===== src/rtl/aguCfgPkg.sv =====
// widths shared by the address generation stage
package aguCfgPkg;

	// virtual address produced by the unit
	localparam int addrWidth = 48;

	// full register width of base and index operands
	localparam int regWidth = 64;

	// significant index bits before extension
	localparam int idxSrcWidth = 33;

	// displacement field
	localparam int immWidth = 16;

	// one slice of the carry-select adder
	localparam int chunkWidth = 16;

	// bound limit, counted in 16-byte units
	localparam int limitWidth = 28;

	// request sampled at edge N gives a result after edge N+2
	localparam int pipeLatency = 2;

endpackage


===== src/rtl/aguOpPkg.sv =====
// micro-command codes and the payload structs of the stage
package aguOpPkg;
	import aguCfgPkg::*;

	typedef enum logic [5:0]
	{
		cmdLoad  = 6'h01,
		cmdStore = 6'h02,
		cmdLea   = 6'h03
	} aguCmdE;

	// index-extension word, msb first
	typedef struct packed
	{
		logic [1:0] cond;
		logic [1:0] accessType;
		logic       spare;
		logic       useDisp;
		// zero extension instead of sign extension
		logic       zExt;
		// shift by 0..3, i.e. x1, x2, x4, x8
		logic [1:0] scale;
	} aguIxtT;

	typedef struct packed
	{
		logic                  checkEn;
		// region is read-only
		logic                  isConst;
		logic [limitWidth-1:0] limit;
	} aguBoundT;

	typedef struct packed
	{
		logic [regWidth-1:0] base;
		logic [regWidth-1:0] index;
		logic [immWidth-1:0] imm;
		aguCmdE              cmd;
		aguIxtT              ixt;
		// upper address chunk enables
		logic [1:0]          enJq;
		aguBoundT            bound;
	} aguReqT;

	typedef struct packed
	{
		logic [addrWidth-1:0] addr;
		logic                 oob;
	} aguResT;

endpackage


===== src/rtl/aguStageReg.sv =====
`timescale 1ns/1ps

module aguStageReg
#(
	parameter type payloadT = logic
)
(
	input  logic    clock,
	input  logic    rstN,
	input  logic    inValid,
	input  payloadT inData,
	output logic    outValid,
	output payloadT outData
);

	always_ff @(posedge clock)
	begin
		if (!rstN)
		begin
			outValid <= 1'b0;
		end
		else
		begin
			outValid <= inValid;
		end
	end

	// payload holds its last value between items
	always_ff @(posedge clock)
	begin
		if (inValid)
		begin
			outData <= inData;
		end
	end

	validKnown: assert property (@(posedge clock) disable iff (!rstN) !$isunknown(outValid))
	else
		$error("outValid unknown after reset");

endmodule


===== src/rtl/aguIndexScale.sv =====
`timescale 1ns/1ps

module aguIndexScale
	import aguCfgPkg::*, aguOpPkg::*;
(
	input  logic [regWidth-1:0]  index,
	input  logic [immWidth-1:0]  imm,
	input  aguIxtT               ixt,
	output logic [addrWidth-1:0] scaledIdx,
	output logic [addrWidth-1:0] addend
);

	logic [addrWidth-1:0] extIdx;
	logic [addrWidth-1:0] dispExt;
	logic                 fillBit;

	// only the low 33 bits of the index are significant
	always_comb
	begin
		fillBit = ixt.zExt ? 1'b0 : index[idxSrcWidth-1];
		extIdx = {{(addrWidth-idxSrcWidth){fillBit}}, index[idxSrcWidth-1:0]};
	end

	// four shifted copies, top bits fall off
	always_comb
	begin
		case (ixt.scale)
			2'b00:
			begin
				scaledIdx = extIdx;
			end
			2'b01:
			begin
				scaledIdx = {extIdx[addrWidth-2:0], 1'b0};
			end
			2'b10:
			begin
				scaledIdx = {extIdx[addrWidth-3:0], 2'b0};
			end
			default:
			begin
				scaledIdx = {extIdx[addrWidth-4:0], 3'b0};
			end
		endcase
	end

	// displacement is folded in here; the bound check sees scaledIdx only
	always_comb
	begin
		dispExt = {{(addrWidth-immWidth){imm[immWidth-1]}}, imm};
		addend = ixt.useDisp ? (scaledIdx + dispExt) : scaledIdx;
	end

endmodule


===== src/rtl/aguAddrAdd.sv =====
`timescale 1ns/1ps

module aguAddrAdd
	import aguCfgPkg::*;
(
	input  logic [addrWidth-1:0] base,
	input  logic [addrWidth-1:0] addend,
	input  logic [1:0]           enJq,
	output logic [addrWidth-1:0] addr
);

	logic [chunkWidth:0]   sumLo;
	logic [chunkWidth:0]   sumMid0;
	logic [chunkWidth:0]   sumMid1;
	logic [chunkWidth-1:0] sumHi0;
	logic [chunkWidth-1:0] sumHi1;
	logic                  carryMid;
	logic                  carryHi;
	logic [chunkWidth-1:0] midChunk;
	logic [chunkWidth-1:0] hiChunk;
	logic                  upperEn;

	// each upper chunk is summed for both possible carry-ins
	always_comb
	begin
		sumLo = {1'b0, base[chunkWidth-1:0]} + {1'b0, addend[chunkWidth-1:0]};

		sumMid0 = {1'b0, base[2*chunkWidth-1:chunkWidth]}
			+ {1'b0, addend[2*chunkWidth-1:chunkWidth]};
		sumMid1 = {1'b0, base[2*chunkWidth-1:chunkWidth]}
			+ {1'b0, addend[2*chunkWidth-1:chunkWidth]} + 1'b1;

		sumHi0 = base[addrWidth-1:2*chunkWidth] + addend[addrWidth-1:2*chunkWidth];
		sumHi1 = base[addrWidth-1:2*chunkWidth] + addend[addrWidth-1:2*chunkWidth]
			+ 1'b1;
	end

	// carry select, chained from the low chunk upward
	always_comb
	begin
		carryMid = sumLo[chunkWidth];
		midChunk = carryMid ? sumMid1[chunkWidth-1:0] : sumMid0[chunkWidth-1:0];
		carryHi = carryMid ? sumMid1[chunkWidth] : sumMid0[chunkWidth];
		hiChunk = carryHi ? sumHi1 : sumHi0;
	end

	// upper chunk kept for full enable, or for a high-half base when enJq[1]
	always_comb
	begin
		upperEn = enJq[0] || (enJq[1] && (base[addrWidth-1:addrWidth-2] == 2'b11));
		if (upperEn)
		begin
			addr = {hiChunk, midChunk, sumLo[chunkWidth-1:0]};
		end
		else
		begin
			addr = {{chunkWidth{1'b0}}, midChunk, sumLo[chunkWidth-1:0]};
		end
	end

	// carry-select result equals a plain add with the upper chunk masked by the enable
	always_comb
	begin
		addrMatchesSum: assert final (addr == ((base + addend)
			& {{chunkWidth{upperEn}}, {(2*chunkWidth){1'b1}}}))
		else
			$error("address mismatch with enJq=%b base=%h addend=%h", enJq, base, addend);
	end

endmodule


===== src/rtl/aguBoundCheck.sv =====
`timescale 1ns/1ps

module aguBoundCheck
	import aguCfgPkg::*, aguOpPkg::*;
(
	input  logic [addrWidth-1:0] scaledIdx,
	input  aguCmdE               cmd,
	input  aguBoundT             bound,
	output logic                 oob
);

	logic isNeg;
	logic highSet;
	logic overLimit;
	logic constStore;
	logic anyFault;

	always_comb
	begin
		// negative index always faults
		isNeg = scaledIdx[addrWidth-1];

		// beyond 4 GiB of index range
		highSet = (scaledIdx[addrWidth-1:32] != '0);

		// limit counts 16-byte lines
		overLimit = (scaledIdx[31:4] >= bound.limit);

		constStore = bound.isConst && (cmd == cmdStore);

		anyFault = isNeg || highSet || overLimit || constStore;
	end

	// lea only forms an address, so nothing to trap
	always_comb
	begin
		if (cmd == cmdLea)
		begin
			oob = 1'b0;
		end
		else
		begin
			oob = bound.checkEn && anyFault;
		end
	end

	// one wide compare stands in for the sign, high-bit and limit tests
	always_comb
	begin
		oobMatchesRange: assert final (oob == (bound.checkEn && (cmd != cmdLea)
			&& ((bound.isConst && (cmd == cmdStore))
			|| (scaledIdx >= {{(addrWidth-limitWidth-4){1'b0}}, bound.limit, 4'b0}))))
		else
			$error("oob disagrees with the bound rule, cmd=%0d", cmd);
	end

endmodule


===== src/rtl/aguExecUnit.sv =====
`timescale 1ns/1ps

module aguExecUnit
	import aguCfgPkg::*, aguOpPkg::*;
(
	input  logic   clock,
	input  logic   rstN,
	input  logic   reqValid,
	input  aguReqT req,
	output logic   resValid,
	output aguResT res
);

	logic                 stageValid;
	aguReqT               stageReq;
	logic [addrWidth-1:0] scaledIdx;
	logic [addrWidth-1:0] addend;
	logic [addrWidth-1:0] addr;
	logic                 oob;
	aguResT               resNext;

	// input register
	aguStageReg #(
		.payloadT(aguReqT)
	) inStage (
		.clock   (clock),
		.rstN    (rstN),
		.inValid (reqValid),
		.inData  (req),
		.outValid(stageValid),
		.outData (stageReq)
	);

	aguIndexScale indexScale (
		.index    (stageReq.index),
		.imm      (stageReq.imm),
		.ixt      (stageReq.ixt),
		.scaledIdx(scaledIdx),
		.addend   (addend)
	);

	aguAddrAdd addrAdd (
		.base  (stageReq.base[addrWidth-1:0]),
		.addend(addend),
		.enJq  (stageReq.enJq),
		.addr  (addr)
	);

	// bounds use the undisplaced index
	aguBoundCheck boundCheck (
		.scaledIdx(scaledIdx),
		.cmd      (stageReq.cmd),
		.bound    (stageReq.bound),
		.oob      (oob)
	);

	assign resNext = '{addr: addr, oob: oob};

	// output register
	aguStageReg #(
		.payloadT(aguResT)
	) outStage (
		.clock   (clock),
		.rstN    (rstN),
		.inValid (stageValid),
		.inData  (resNext),
		.outValid(resValid),
		.outData (res)
	);

endmodule


===== config.mk =====
export PLATFORM = sky130hd
export DESIGN_NAME = aguExecUnit
export DESIGN_NICKNAME = d
export VERILOG_FILES = /design/src/rtl/aguCfgPkg.sv /design/src/rtl/aguOpPkg.sv /design/src/rtl/aguStageReg.sv /design/src/rtl/aguIndexScale.sv /design/src/rtl/aguAddrAdd.sv /design/src/rtl/aguBoundCheck.sv /design/src/rtl/aguExecUnit.sv
export SDC_FILE = /design/constraint.sdc
export NUM_CORES = 1
export LEC_CHECK = 0
export BUFFER_PORTS_ARGS = -buffer_cell sky130_fd_sc_hd__buf_2
export CAP_MARGIN = 25
export CORE_UTILIZATION = 30
export CTS_BUF_LIST = sky130_fd_sc_hd__clkbuf_2
export CTS_CLUSTER_SIZE = 20
export DETAILED_ROUTE_END_ITERATION = 7
export PLACE_DENSITY = 0.5
export REMOVE_ABC_BUFFERS = 1
export SLEW_MARGIN = 20
export SYNTH_ARGS = -nofsm -noshare
export SYNTH_HDL_FRONTEND = slang
export SYNTH_SLANG_ARGS = --single-unit

===== constraint.sdc =====
create_clock -name clock -period 6.5 [get_ports clock]
set_input_delay 0.975 -clock clock [delete_from_list [all_inputs] [get_ports clock]]
set_output_delay 0.975 -clock clock [all_outputs]
set_load 0.005 [all_outputs]

# Word-level counts from Yosys, hierarchy flattened
# Index checks and enable logic that the tools add are counted.
# totals
ramBits	0
in_bits	194
latchBits	0
mem_bits_ro	0
output_inout_bits	50
register_bits	190
word_cells	43
mem_count	0
# op_classes
n_mul	0
n_eq_ne	5
n_lt_le_gt_ge	1
shifts	0
n_reduce_logical	9
mux	6
div_mod_pow	0
bitwise_logic	0
add_sub_neg	6
# op_table
operator	n
36-bit case mux with 3 select lines	1
48-bit 2-to-1 mux	1
37-bit by 16-bit adder with 38-bit output	1
16-bit by 16-bit adder with 17-bit output	2
16-bit 2-to-1 mux	2
28-bit >= comparator	1
17-bit by 1-bit adder with 17-bit output (second input constant)	1
16-bit by 1-bit adder with 16-bit output (second input constant)	1
16-bit adder	1
16-bit nonzero test	1
6-bit by 2-bit equality test with 1-bit output (second input constant)	2
2-bit equality test (second input constant)	2
1-bit logical OR	4
1-bit logical AND	3
2-bit by 1-bit equality test with 1-bit output (second input constant)	1
2-bit logical NOT	1
1-bit 2-to-1 mux	2

# Depth between registers and ports, before layout
# Gate-level depths: netlist of the first run.
# depth
depth_word	8
mapped_depth	31
mapped_depth_nobuf	27

# By module
# From an unflattened synthesis of the first run, not the netlist that was laid out.
# hier_totals
hier_cells	1280
area_unflattened_um2	14885.5
# modules_own_cells
mod	area_per_inst_um2	n_inst	seq_area_each_um2	cells_per_inst
aguStageReg at inStage	5761.8	1	5755.5	193
aguIndexScale	3528.4	1	0.0	477
aguAddrAdd	3331.9	1	0.0	452
aguStageReg at outStage	1497.7	1	1491.4	51
aguBoundCheck	765.7	1	0.0	107

# Least setup slack after synthesis of the first run
# No wires, ideal clock.
# synth_path
path_kind	register to register
from	register inStage.outData[32] (netlist name)
to	register outStage.outData[47] (netlist name) (data pin)
t_required_ns	6.353
synth_period_minus_slack_ns	7.176
setup_ns	0.147
arrival_time_ns	7.029
stages_incl_launch_ff	29
slack_ns	-0.676
path_buffers	3
path_cell_list	edfxtp_1 buf_1 clkbuf_1 buf_1 mux2i_1 mux2i_1 ha_1 nor2b_1 o21a_1 o21ai_0 a211oi_1 a311oi_1 o211a_1 nor3_1 a21o_1 xor2_1 mux2_2 ha_1 fa_1 nand3_1 a31oi_1 a2111oi_0 nor2_1 a21oi_1 and4b_1 nand2_1 or2_2 or4_1 a21oi_1
# synth_via
elab_chain_len	8
word_cells_on_any_way	13
classes_between	add/sub (6); eq/ne (2); mux (4); reduce/logical (1)
# synth_rtl
element	line	text
start: declaration	aguStageReg.sv:13	output payloadT outData
start signal: assignment	aguStageReg.sv:33	outData <= inData;
2-bit equality test (tied with other cells)	aguIndexScale.sv:27	case (ixt.scale)
36-bit case mux with 3 select lines *	aguIndexScale.sv:27	
37-bit by 16-bit adder with 38-bit output	aguIndexScale.sv:51	addend = ixt.useDisp ? (scaledIdx + dispExt) : scaledIdx;
48-bit 2-to-1 mux *	aguIndexScale.sv:51	
16-bit by 16-bit adder with 17-bit output	aguAddrAdd.sv:29, aguAddrAdd.sv:31	
17-bit by 1-bit adder with 17-bit output	aguAddrAdd.sv:31	+ {1'b0, addend[2*chunkWidth-1:chunkWidth]} + 1'b1;
1-bit 2-to-1 mux	aguAddrAdd.sv:43	carryHi = carryMid ? sumMid1[chunkWidth] : sumMid0[chunkWidth];
16-bit 2-to-1 mux *	aguAddrAdd.sv:44	hiChunk = carryHi ? sumHi1 : sumHi0;
end signal: assignment	aguStageReg.sv:33	
end: declaration	aguStageReg.sv:13	
# Every way passes the cells marked *; elsewhere a longest branch is shown, timed or not.
# A chain may end at the register's enable or synchronous reset.

# Worst setup path in the final report of the first run
# layout_path
from	register inStage.outData[32] (netlist name)
to	register outStage.outData[45] (netlist name) (data pin)
# The elaborated chain is that of the path after synthesis.

==> results of run 1 <==
[logic make-up after synthesis]
family                   count (synthesis)  synth area share [%]
multiplexers                            62                  6.72
XOR/XNOR                                83                  5.82
flip-flops                             190                  45.0
AO/OA/AOI/OAI                          298                  15.3
AND/OR/NAND/NOR                        283                  12.0
buffers and inverters                   90                  2.79
adder cells (fa/ha/maj)                122                  12.3
[power groups by stage]
| stage | clock, mW | sequential (mW) | combinational (mW) |
|---|---|---|---|
| after CTS | 0.685 | 1.62 | 2.41 |
| after floorplan | 0 | 1.66 | 1.49 |
| final | 0.634 | 1.61 | 2.50 |
| after global routing | 0.716 | 1.63 | 2.80 |
| after global placement | 0 | 1.64 | 2.30 |
| after detailed placement | 0 | 1.65 | 2.32 |
[worst register-to-register path, delay by kind of cell, from the launching register on]
kind | cells | cell delay [ns]
mux | 2 | 0.81
fa+ha+maj | 2 | 0.67
xor+xnor | 1 | 0.08
simple gates | 9 | 1.79
buf+inv | 4 | 0.65
flops | 1 | 0.45
compound gates | 9 | 1.79
[metal layers]
| layer | vias to the layer above | share of wire (%) |
|---|---|---|
| li1 | 5196 | - |
| met1 | 4719 | 50 |
| met2 | 192 | 45 |
| met3 | 32 | 3.3 |
| met4 | 0 | 2.1 |
| met5 | - | 0 |
[stage by stage]
stage | setup slack [ns] | cells
2_1_floorplan | -0.624 | 1099
3_3_place_gp | -0.0972 | 1934
3_5_place_dp | -0.157 | 1934
4_1_cts | 0.00956 | 2106
5_1_grt | -0.266 | 2117
6_report | 0.118 | 2117
[final cells by class]
type / count / area (um2)
Antenna cell: 4 / 10.0
Clock buffer: 17 / 85.1
Fill cell: 4004 / 24300
Timing Repair Buffer: 450 / 3290
Tap cell: 532 / 666
Clock inverter: 15 / 158
Sequential cell: 190 / 5690
Inverter: 61 / 229
Multi-Input combinational cell: 848 / 6820
[flip-flops by register name, summed over array words and instances, names as in the netlist]
signal / flops
inStage.outData: 139
inStage.outValid: 1
outStage.outData: 49
outStage.outValid: 1
[cells in the mapped netlist (all sizes together) (17+ instances only)]
| cell | number |
|---|---|
| inv | 61 |
| a21o | 43 |
| nand3 | 31 |
| mux2 | 22 |
| nor3 | 17 |
| xnor2 | 50 |
| clkbuf | 20 |
| o21ai | 58 |
| mux2i | 24 |
| ha | 118 |
| nand4 | 21 |
| xor2 | 33 |
| nor2 | 60 |
| nand2 | 62 |
| a21oi | 95 |
| edfxtp | 188 |
[worst max path at each step]
stage	endpoint	slack, ns	start
2_1_floorplan	outStage.outData[47]$_SDFFCE_PN0P_	-0.62	inStage.outData[32]$_DFFE_PP_
3_3_place_gp	outStage.outData[43]$_SDFFCE_PN0P_	-0.1	inStage.outData[32]$_DFFE_PP_
3_5_place_dp	outStage.outData[47]$_SDFFCE_PN0P_	-0.16	inStage.outData[32]$_DFFE_PP_
4_1_cts	outStage.outData[45]$_SDFFCE_PN0P_	0.01	inStage.outData[32]$_DFFE_PP_
5_1_grt	outStage.outData[45]$_SDFFCE_PN0P_	-0.27	inStage.outData[32]$_DFFE_PP_
6_report	outStage.outData[45]$_SDFFCE_PN0P_	0.12	inStage.outData[32]$_DFFE_PP_
[timing repair]
item                                    in CTS  in global routing
buffers inserted                             0                  7
hold buffers                               140                  0
endpoints found under the setup margin      14                 16
hold endpoints to repair                   141                  0
gates resized for setup                     16                 39
pin swaps                                    3                 18
==> impl_metrics.yaml, run 1 <==
pwr:
  ir_drop_v: 0.000165
  power_mw: 4.75
  power.density_nw_per_um2: 280
  p_sw_share_pct: 38.5
  cellLeakagePower_nw: 7.07
  p_seq_share_pct: 34.0
  netSwitchingPower_mw: 1.83
  p_int_mw: 2.92
  clkPwrFrac_pct: 13.3
  power_frac_comb_pct: 52.7
die:
  die_w_um: 207
  dieHeight_um: 207
  row_count: 74
  dieArea_um2: 42900
  core_area_um2: 41200
  initial_core_util_pct: 30.6
  num_io_pins: 244
synthesis:
  ys_types: 76
  synth_edf_count: 188
  synth_ff_type: "edfxtp_1"
  syn_area_um2: 12600
  synth_top_area_share_pct: 44.7
  synth_cells: 1128
  ys_warn_count: 0
  ys_top_cells_by_area: "edfxtp_1 45%, ha_1 12%, a21oi_1 3.7%, xnor2_1 3.4%, mux4_2 2.9%"
  seq_area_frac_synth_pct: 45.0
  synth_top_area_cell: "edfxtp_1"
  syn_area_per_cell_um2: 11.2
  ys_ff_latch: 190
  async_reset_ff_share_pct: 0
job:
  drv_cap: 0
global_routing:
  track_usage_pct: 15.9
  antenna_found_initial: 2
  globalRouteMet1Util_pct: 21.7
  grt_util_met2_pct: 24.6
  top_usage_layer: "met2"
  overflow: 0
  grt_pass1_vias: 10047
  grt_max_degree: 76
  met3_usage_pct: 2.80
  grt_pass1_wl_um: 52400
drt:
  drt_pass1_iterations: 5
  drc_errors: 0
  totalWireLength_um: 33500
  antenna_left: 0
  drt_iter0_markers: 398
  via_count: 10139
  viasPerCell: 4.79
  routedWlPerCell_um: 15.8
place:
  placed_cell_area_um2: 15000
  place_congestion: 0.824
  hpwlAfterDp_um: 25300
  port-buffer-count: 191
cells_and_area:
  final_cell_mix: "190 x buf_2, 188 x edfxtp_1, 140 x dlygate4sd3_1, 116 x buf_4, 115 x ha_1"
  post-route-util_pct: 41.1
  syn_to_final_growth_pct: 34.1
  stdcell_area_um2: 16900
  layout.nets: 1884
  layout.cells.most_common: "buf_2"
  drive_gt1_share_pct: 28.5
worst_setup_path:
  required_ns: 7.37
  reg2reg_from: "inStage.outData[32]$_DFFE_PP_"
  slowest_delay_ns: 0.53
  crit_path_end_kind: "flip-flop"
  critPathTopFamily: "simple AND/OR/NAND/NOR gates"
  path_class: "flip-flop to flip-flop"
  cp.depth: 27
  crit_slowest_cell: "mux4_2"
  r2r-end: "outStage.outData[45]$_SDFFCE_PN0P_"
  arrival_ns: 7.26
  crit_path_start_kind: "flip-flop"
  r2r_slack_ns: 0.12
  rr_worst_depth: 27
  crit_top_cell: "buf_4"
  cp_max_fo: 17
  path_buf_inv: 4
sta:
  timing.hold.ws_ns: 0.473
  tns_ns: 0
  skew_ns: 0.0776
  final-setup-viol-count: 0
  slew_viol_final: 0
  timing.final.crit_period_ns: 6.38
  rsz0062_at_grt: "yes"
  tightestPinTransition_ns: 0.856
  fmax_ghz: 0.157
  period_share_pct: 98.2
  hold_viol: 0
  slew_headroom_pct: 42.9
clock_network:
  cts_sinks: 190
  cts_made_buffers: 17
  clk_pin_slew_ns: 0.29
  cts_root_buf: "clkbuf_2"
  cts_buffer_depth: 2
  clk_latency_ns: 1.05
  cts_tree: "built"
  cts_max_level: 4
worst_hold_path:
  holdPathEnd: "inStage.outData[63]$_DFFE_PP_"
  hold_depth: 1
  hp-start: "reqValid"
  hold_class: "input pin to flip-flop"
status:
  outcome: "finished, final reports clean"
No activity file was read; power rests on OpenSTA's default activity.
==> inputs of run 2 (changes only) <==
- ABC_AREA: unset -> 1
- CAP_MARGIN: 25 -> 10
- HOLD_SLACK_MARGIN: unset -> 0.06
==> run 2 against run 1 <==
Net effect: power shrank 8.2%; largest power group unchanged; core utilization shrank 2.1 points; worst hold slack gained 0.029 ns; critical path type unchanged; largest cell class unchanged.
==> impl_metrics.yaml, run 2 <==
worst_hold_path:
  hp-start: "reqValid"
  hold_class: "input pin to flip-flop"
  holdPathEnd: "inStage.outValid$_SDFF_PN0_"
  hold_depth: 3
worst_setup_path:
  r2r_slack_ns: 0.46
  r2r-end: "outStage.outData[48]$_SDFFCE_PN0P_"
  crit_path_start_kind: "flip-flop"
  reg2reg_from: "inStage.outData[33]$_DFFE_PP_"
  crit_path_end_kind: "flip-flop"
  cp_max_fo: 6
  arrival_ns: 6.87
  path_class: "flip-flop to flip-flop"
  crit_slowest_cell: "edfxtp_1"
  rr_worst_depth: 32
  required_ns: 7.33
  slowest_delay_ns: 0.51
status:
  outcome: "finished, final reports clean"
sta:
  slew_headroom_pct: 48.7
  tightestPinTransition_ns: 0.762
  slew_viol_final: 0
  period_share_pct: 92.9
  tns_ns: 0
  fmax_ghz: 0.166
  finalWorstSetupSlack_ns: 0.459
  timing.hold.ws_ns: 0.501
  skew_ns: 0.0512
  final-setup-viol-count: 0
  timing.final.crit_period_ns: 6.04
  hold_viol: 0
pwr:
  p_seq_share_pct: 36.6
  p_int_mw: 2.48
  cellLeakagePower_nw: 7.72
  power.density_nw_per_um2: 257
  power_frac_comb_pct: 49.8
  ir_drop_v: 0.000141
  p_sw_share_pct: 43.1
  clkPwrFrac_pct: 13.6
  netSwitchingPower_mw: 1.88
synthesis:
  seq_area_frac_synth_pct: 42.6
  ys_types: 47
  synth_edf_count: 188
  synth_cells: 1608
  ys_warn_count: 0
  synthSimpleGateAreaFrac_pct: 21.9
  synth_top_area_share_pct: 42.3
  async_reset_ff_share_pct: 0
  synth-compound-area-share_pct: 12.9
  ys_ff_latch: 190
  synth_mux_area_share_pct: 0
  yosysMostFrequentCell: "nand2_1"
  synth_top_area_cell: "edfxtp_1"
  synthTopCellsByCount: "379 x nand2_1, 227 x inv_1, 188 x edfxtp_1"
  syn_area_um2: 13300
  yosys.area_share.adder_pct: 11.7
  syn_area_per_cell_um2: 8.30
  synth_top_family_by_area: "simple AND/OR/NAND/NOR gates"
  yosys.area_share.xor_xnor_pct: 3.72
  synth_ff_type: "edfxtp_1"
  ys_top_cells_by_area: "edfxtp_1 42%, ha_1 11%, nand2_1 11%, inv_1 6.4%, a21oi_1 4.9%"
cells_and_area:
  syn_to_final_growth_pct: 27.0
  largest_reg_flops: 139
  layout.nets: 2293
  stdcell_area_um2: 16900
  largest_register: "inStage.outData"
  final_cell_mix: "378 x nand2_1, 226 x inv_1, 190 x buf_2, 188 x edfxtp_1, 140 x dlygate4sd3_1"
  layout.cells.most_common: "nand2_1"
  reg.largest.list: "inStage.outData (139), outStage.outData (49)"
  drive_gt1_share_pct: 15.8
  n_fill_cell: 4531
drt:
  via_count: 12028
  antenna_left: 0
  drc_errors: 0
  routedWlPerCell_um: 14.8
  drt_iter0_markers: 830
  viasPerCell: 4.66
  totalWireLength_um: 38200
  drt_pass1_iterations: 5
die:
  dieHeight_um: 213
  row_count: 76
  die_w_um: 213
  num_io_pins: 244
  initial_core_util_pct: 30.7
  core_area_um2: 43500
  dieArea_um2: 45300
clock_network:
  cts_made_buffers: 17
  cts_tree: "built"
  cts_buffer_depth: 2
  clk_latency_ns: 1.01
  cts_max_level: 4
  clk_pin_slew_ns: 0.30
  cts_sinks: 190
  cts_root_buf: "clkbuf_2"
place:
  place_congestion: 0.919
  placed_cell_area_um2: 15200
  hpwlAfterDp_um: 30300
  dp_slack_ns: 0.126
  port-buffer-count: 191
job:
  drv_cap: 0
global_routing:
  antenna_found_initial: 2
  grt_pass1_wl_um: 59200
  overflow: 0
  grt_max_degree: 85
  grt_pass1_vias: 11408
  track_usage_pct: 17.4
-- run 2: changes by cell type after synthesis, sizes merged, moves of 22 or more --
cell / previous run / this run
mux2: 22 / 0
a21o: 43 / 7
o21ai: 58 / 89
nor2: 60 / 143
xnor2: 50 / 18
inv: 61 / 230
mux2i: 24 / 0
a21oi: 95 / 130
nand3: 31 / 89
nand2: 62 / 389
-- run 2: worst max path at each step --
| stage | from | to | slack, ns | cells after the start |
|---|---|---|---|---|
| finish | inStage.outData[33]$_DFFE_PP_ | outStage.outData[48]$_SDFFCE_PN0P_ | 0.46 | 32 |
| global route | inStage.outData[33]$_DFFE_PP_ | outStage.outData[48]$_SDFFCE_PN0P_ | -0.06 | 33 |
| CTS | inStage.outData[32]$_DFFE_PP_ | outStage.outData[39]$_SDFFCE_PN0P_ | 0.09 | 30 |
| detailed placement | inStage.outData[32]$_DFFE_PP_ | outStage.outData[39]$_SDFFCE_PN0P_ | 0.13 | 30 |
| global placement | inStage.outData[32]$_DFFE_PP_ | outStage.outData[48]$_SDFFCE_PN0P_ | 0.29 | 31 |
| floorplan | inStage.outData[33]$_DFFE_PP_ | outStage.outData[38]$_SDFFCE_PN0P_ | 0.51 | 29 |
-- run 2: cell type report --
cell class / instances / area, um2 / share of cell area, %
antenna: 7 / 17.5 / 0.103
clock buffer: 17 / 85.1 / 0.502
clock inverter: 15 / 128 / 0.753
inverter: 232 / 875 / 5.16
multi-input combinational: 1165 / 6760 / 39.9
sequential: 190 / 5690 / 33.6
tap: 585 / 732 / 4.32
timing repair buffer: 370 / 2660 / 15.7
timing repair inverter: 1 / 5.00 / 0.0295
-- run 2: critical path: cells and delay by family, from the launching register on --
| kind | cells | cell delay [ns] |
|---|---|---|
| simple gates | 22 | 2.83 |
| fa+ha+maj | 4 | 1.36 |
| buf+inv | 4 | 0.66 |
| flops | 1 | 0.51 |
| xor+xnor | 1 | 0.25 |
| compound gates | 1 | 0.24 |
-- run 2: timing repair --
| action | in CTS | in global routing |
|---|---|---|
| setup buffers | 0 | 9 |
| gates resized for setup | 0 | 21 |
| setup endpoints to repair | 0 | 17 |
| hold buffers | 140 | 0 |
| endpoints found under the hold margin | 141 | 0 |
-- run 2: logic make-up (layout without fill, tap and decap cells) --
| kind of cell | count (synthesis) | count (layout) |
|---|---|---|
| buffers and inverters | 253 | 635 |
| xor gates and xnor gates | 55 | 55 |
| and+or+nand+nor | 687 | 687 |
| adders and majority gates | 122 | 122 |
| other | 0 | 7 |
| AOI/OAI and AO/OA | 301 | 301 |
| DFF | 190 | 190 |
-- run 2: power by group through the flow --
stage,Clock (mW),Combinational [mW],Sequential [mW]
finish,0.591,2.17,1.60
global route,0.674,2.48,1.61
CTS,0.638,2.15,1.60
detailed placement,0,2.08,1.63
global placement,0,2.06,1.63
floorplan,0,1.45,1.63
-- run 2: through the flow --
stage          cells  power (mW)  util [%]
2_1_floorplan   1587        3.08         -
3_3_place_gp    2393        3.69      34.9
6_report        2582        4.36      39.0
3_5_place_dp    2393        3.71      34.9
4_1_cts         2565        4.39      38.6
5_1_grt         2580        4.76      39.0
-- run 2: routing by layer --
metal | vias up | GRT usage (%) | part of all wire, % | wire length (um)
met5 | - | 0 | 0 | 0
met4 | 0 | 6.20 | 1.8 | 701
met3 | 40 | 2.71 | 3.8 | 1440
met2 | 257 | 27.5 | 45 | 17400
met1 | 5507 | 23.9 | 49 | 18700
li1 | 6224 | - | - | -
